===== src/cache_pkg.sv =====
// cache_pkg
// shared types, sizes and state encodings for the two-port cache subsystem
// 2 ways x 16 sets x 16-byte lines over a 12-bit byte address space
package cache_pkg;

    typedef logic [11:0]  addr_t;
    typedef logic [3:0]   tag_t;      // addr[11:8]
    typedef logic [3:0]   index_t;    // addr[7:4]
    typedef logic [3:0]   offset_t;   // addr[3:0]
    typedef logic [7:0]   line_addr_t; // {tag, index}
    typedef logic [31:0]  word_t;
    typedef logic [127:0] line_t;
    typedef logic [1:0]   size_t;

    localparam int NUM_SETS   = 16;
    localparam int NUM_WAYS   = 2;
    localparam int LINE_BYTES = 16;
    localparam int MEM_LINES  = 256;

    // size codes as used by the cpu side
    localparam size_t SIZE_WORD = 2'd0;
    localparam size_t SIZE_BYTE = 2'd1;
    localparam size_t SIZE_HALF = 2'd2;

    typedef struct packed {
        logic  write;
        size_t size;
        addr_t addr;
        word_t wdata;
    } cpu_req_t;

    typedef struct packed {
        logic       write;
        line_addr_t line_addr;
        line_t      data;
    } mem_req_t;

    typedef enum logic [2:0] {
        IDLE,
        LOOKUP,
        WRITE_BACK,
        REFILL,
        RESPOND
    } ctrl_state_t;

    function automatic tag_t addr_tag(addr_t a);
        return a[11:8];
    endfunction

    function automatic index_t addr_index(addr_t a);
        return a[7:4];
    endfunction

    function automatic offset_t addr_offset(addr_t a);
        return a[3:0];
    endfunction

endpackage

===== src/mem_arbiter.sv =====
// mem_arbiter
// round-robin arbiter for two caches on one line-wide memory bus,
// owner held until the memory acknowledges
`timescale 1ns/1ns

module mem_arbiter (
    input  logic                clk,
    input  logic                rst_n,
    input  logic                req_a,
    input  logic                req_b,
    input  cache_pkg::mem_req_t mem_a,
    input  cache_pkg::mem_req_t mem_b,
    output logic                ack_a,
    output logic                ack_b,
    output cache_pkg::line_t    rdata_a,
    output cache_pkg::line_t    rdata_b,
    output logic                bus_req,
    output cache_pkg::mem_req_t bus,
    input  logic                bus_ack,
    input  cache_pkg::line_t    bus_rdata
);
    import cache_pkg::*;

    logic busy;
    logic owner;   // 0 = a, 1 = b
    logic prio;    // who wins a tie
    logic winner;
    logic gnt_a;
    logic gnt_b;

    assign winner = (req_a && req_b) ? prio : req_b;
    assign gnt_a  = busy && !owner;
    assign gnt_b  = busy && owner;

    assign bus_req = (gnt_a && req_a) || (gnt_b && req_b);
    assign bus     = owner ? mem_b : mem_a;

    assign ack_a   = gnt_a && bus_ack;
    assign ack_b   = gnt_b && bus_ack;
    assign rdata_a = gnt_a ? bus_rdata : '0;
    assign rdata_b = gnt_b ? bus_rdata : '0;

    always_ff @(posedge clk or negedge rst_n) begin
        if (!rst_n) begin
            busy  <= 1'b0;
            owner <= 1'b0;
            prio  <= 1'b0;
        end else if (!busy) begin
            if (req_a || req_b) begin
                busy  <= 1'b1;
                owner <= winner;
            end
        end else if (bus_ack) begin
            busy <= 1'b0;
            prio <= ~owner; // other side goes first next time
        end
    end

    a_one_ack: assert property (@(posedge clk) disable iff (!rst_n)
        !(ack_a && ack_b));

    a_owner_locked: assert property (@(posedge clk) disable iff (!rst_n)
        bus_req && !bus_ack |=> $stable(owner));

endmodule


===== config.mk =====
export PLATFORM = sky130hd
export DESIGN_NAME = mem_arbiter
export DESIGN_NICKNAME = d
export VERILOG_FILES = /design/src/cache_pkg.sv /design/src/mem_arbiter.sv
export SDC_FILE = /design/constraint.sdc
export NUM_CORES = 1
export LEC_CHECK = 0
export ABC_AREA = 0
export BUFFER_PORTS_ARGS = -buffer_cell sky130_fd_sc_hd__buf_2
export CORE_AREA = 8 8 306 308
export CTS_CLUSTER_DIAMETER = 30
export DETAILED_ROUTE_END_ITERATION = 7
export DIE_AREA = 0 0 314 316
export PLACE_DENSITY_LB_ADDON = 0.3
export SYNTH_ARGS = -nofsm -noshare
export SYNTH_HDL_FRONTEND = slang
export SYNTH_SLANG_ARGS = --single-unit
export TNS_END_PERCENT = 30

===== constraint.sdc =====
create_clock -name clk -period 3.25 [get_ports clk]
set_clock_uncertainty 0.2 [all_clocks]
set_input_delay 0 -clock clk [delete_from_list [all_inputs] [get_ports clk]]
set_output_delay 0 -clock clk [all_outputs]
set_load 0.02 [all_outputs]

==> impl_summary.txt <==
----------------------------------------------------
[Outcome]
  Status ... finished clean

[STA]
  Max Clk Rate ... slightly above 400 MHz
  Final min period ... approximately 2.4 ns
  Final worst slack ... 0.8026 ns
  Period utilisation layout ... 0.7530
  Worst slew pin tran ... about 0.8 ns
  Final Hold Viols ... 0
  Count of endpoints failing setup in the final report ... 0
  Hold WS ... 0.1335 ns
  Final count of pins violating max slew ... 0
  Max_slew headroom ... 0.4789
  Setup repair after global routing missed its margin ... no
  Total negative setup slack ... 0 ns

[Global route]
  Wire length of the first global-routing pass ... ~63 mm
  Largest net degree at the start of global routing ... 97
  Overflow left after global routing ... 0
  Initial antenna violation count ... 34
  Via count of the first global-routing pass ... around 7k
  Total GRT Usage ... 0.09324

[Floorplan]
  Vertical die dimension ... approximately 320 um
  Initial standard-cell utilization of the core ... 0.04430
  Core Area ... roughly 90,000 sq um
  FP Rows ... 110
  Die boundary width ... 314 um
  Die footprint ... roughly 100,000 sq um
  Top-level port count ... 803

[CTS]
  Total CTS buffers ... 3
  # H-tree levels ... 1
  Clock latency on the worst-skew pair ... between 0.2 and 0.25 ns
  Post-CTS Repair Setup Buffers ... 0
  Clock slew at the register clock pins of the worst setup and hold paths ... around 0.03 ns
  Max Buffers Root-to-Sink ... 2
  Sink Count ... 3
  Clock root buffer master ... clkbuf_16
  Clock tree from TritonCTS ... yes

[Final layout]
  Summed area of non-filler cells in the final layout ... about 9500 sq um
  Final core utilization ... 0.1063
  Relative area change from synthesis to final layout ... 139.8%
  Final net count ... 1,646
  Layout cells sized above 1 ... 0.7779
  Count of non-filler cells in the finished layout ... ~2.4k

[Setup path]
  Maximum fanout encountered on the critical timing path ... 46
  Setup CP Type ... reg2out
  Nature of the critical path startpoint ... flip-flop
  Chain of cells forming the critical path ... buf_12, mux2_2, buf_2
  Slowest stage cell on the critical path ... dfrtp_4
  Timing startpoint of the critical path ... owner
  Setup crit end kind ... primary output
  Data required time of the worst path ... 3.05 ns
  FF-to-FF Start ... busy
  Data arrival time at the worst-slack endpoint ... around 2.3 ns
  Worst stage delay on the critical path ... about 0.9 ns

[Power]
  Leakage power summed over all cells ... roughly 5.6 nW
  Switching share of total power ... 0.5819
  Power per unit of standard cell area ... roughly 420 nW/um^2
  Sequential fraction of design power ... 0.035
  Clock power frac ... 0.049
  Internal cell power ... about 1.7 mW
  Switching component of the power ... between 2 and 2.5 mW
  Peak VDD IR ... 0.0002272 V
  Combinational cell fraction of total power ... 0.916
  Total power draw ... between 3 and 4 mW

[Yosys]
  Post-synthesis sequential area ratio ... 0.01903
  Number of synthesized flops with an enable pin ... 0
  Xor and xnor area share after synthesis ... 0
  Most common cell in the netlist ... and3_1
  Ys flop type ... dfrtp_1
  Yosys warning total ... 0
  Biggest area contributors in the synthesized netlist ... mux2_4 30%, and3_1 20%, and2_1 20%, mux2_2 17%, buf_6 2.9%
  Cell type with the highest aggregate area in the netlist ... mux2_4
  Combinational family with the most area after synthesis ... multiplexers
  Synthesized-area fraction occupied by adder cells ... 0
  Async set or reset register ratio after synthesis ... 1.000
  Post-Syn Instances ... ~470
  Netlist area before placement ... slightly below 4000 sq um
  Count of distinct cell types in the synthesized netlist ... 18
  Mapped Nets ... approximately 870
  Share of synthesized cell area in and, or, nand and nor gates ... 0.4186
  Count of state elements after synthesis ... 3
  Average instance area after synthesis ... roughly 8.4 sq um
  Synth Area in Compound Gates ... 0.006660
  Leading cell types by count after synthesis ... 129 x and3_1, 128 x and2_1, 79 x mux2_4
  Yosys top cell area share ... 0.3007
  Portion of netlist area occupied by mux cells ... 0.4688

[Routing]
  Average via count per standard cell ... 2.852
  Total Routed Length ... between 50 and 60 mm
  Detailed Routing Iterations Pass 1 ... 5
  Via count ... approximately 7k
  Post-DRT Antenna Nets ... 0
  Detailed-route DRC error count ... 0
  Iteration-0 DRC Markers ... 347
  Detail-routed net length per standard cell ... approximately 21 um

[Placement]
  Final estimated routing congestion in global placement ... 0.9304
  Quantity of I/O buffers inserted on ports ... 802
  Detailed placement HPWL ... 47.37 mm
  Total instance count after detailed placement ... ~2.4k
  Setup Slack @ Placement ... ~1.0 ns
  Placed instance area ... approximately 9300 sq um

[Run]
  Max-capacitance violation count ... 0

[Hold path]
  Kind of path behind the tightest hold check ... in2out
  Worst min-delay path startpoint ... bus_rdata[56]

----------------------------------------------------
-- placed cells by master, fill, tap and decap left out --
master | netlist | final
clkbuf_16 | 0 | 3
buf_12 | 0 | 4
mux2_4 | 79 | 79
nor2_1 | 1 | 1
nor2b_1 | 3 | 3
dfrtp_4 | 0 | 2
a2bb2oi_1 | 1 | 1
nor2b_4 | 1 | 1
a22o_1 | 1 | 1
diode_2 | 0 | 17
buf_4 | 6 | 14
clkbuf_1 | 24 | 1
dfrtp_1 | 3 | 1
and2_1 | 128 | 128
buf_2 | 7 | 802
and3_1 | 129 | 129
nand2_1 | 2 | 2
mux2i_1 | 1 | 1
o31a_1 | 1 | 1
dlygate4sd3_1 | 0 | 6
mux2_2 | 58 | 58
-- metal layers --
| metal | track usage | wire length, um | vias up | share of wire |
|---|---|---|---|---|
| li1 | - | - | 3191 | - |
| met1 | 0.1177 | 22200 | 3146 | 0.43 |
| met5 | 0.01728 | 59 | - | 0.0011 |
| met3 | 0.05155 | 6715 | 44 | 0.13 |
| met4 | 0.01419 | 834 | 10 | 0.016 |
| met2 | 0.1389 | 21650 | 541 | 0.42 |
-- power by group through the flow --
stage / Combinational (mW) / Clock, mW / Sequential, mW
after floorplan: 2.30 / 0 / 0.0490
after global placement: 3.68 / 0 / 0.145
after detailed placement: 3.65 / 0 / 0.145
after CTS: 3.67 / 0.198 / 0.145
after global routing: 3.83 / 0.203 / 0.149
final: 3.63 / 0.194 / 0.140
-- logic make-up (layout without fill, tap and decap cells) --
kind of cell / Yosys count / after routing
AOI/OAI and AO/OA: 3 / 3
buffers and inverters: 59 / 830
DFF: 3 / 3
muxes: 138 / 138
other: 0 / 17
and+or+nand+nor: 264 / 264
-- final timing paths --
check | cells after the start | to | slack, ns
worst max-delay path | 3 | bus[18] | 0.80
worst min-delay path | 3 | rdata_a[56] | 0.13
worst max register to register | 3 | busy | 1.10
worst min register to register | 1 | prio | 0.31
max in group asynchronous | 3 | owner | 2.18
min in group asynchronous | 3 | busy | 0.50
-- critical path: cells and delay by family (launching register included) --
| family | cells | cell delay, ns |
|---|---|---|
| DFF | 1 | 0.92 |
| buffers and inverters | 2 | 0.55 |
| muxes | 1 | 0.41 |
-- sequential cells by signal, indices dropped and copies added (netlist names) --
name / cells
busy: 1
owner: 1
prio: 1
-- layout make-up --
type                    count  area [sq um]
fillers                 10460         79590
flip-flops and latches      3         82.58
diodes                     17         42.54
multi-input cells         405          3527
clock buffers               4         78.83
well taps                1176          1471
repair buffers            826          4259
-- timing repair --
item,CTS,global route
resized for setup,0,0
endpoints found under the hold margin,6,0
hold buffers,6,0
endpoints found under the setup margin,0,0
No activity file was read; power rests on OpenSTA's default activity.
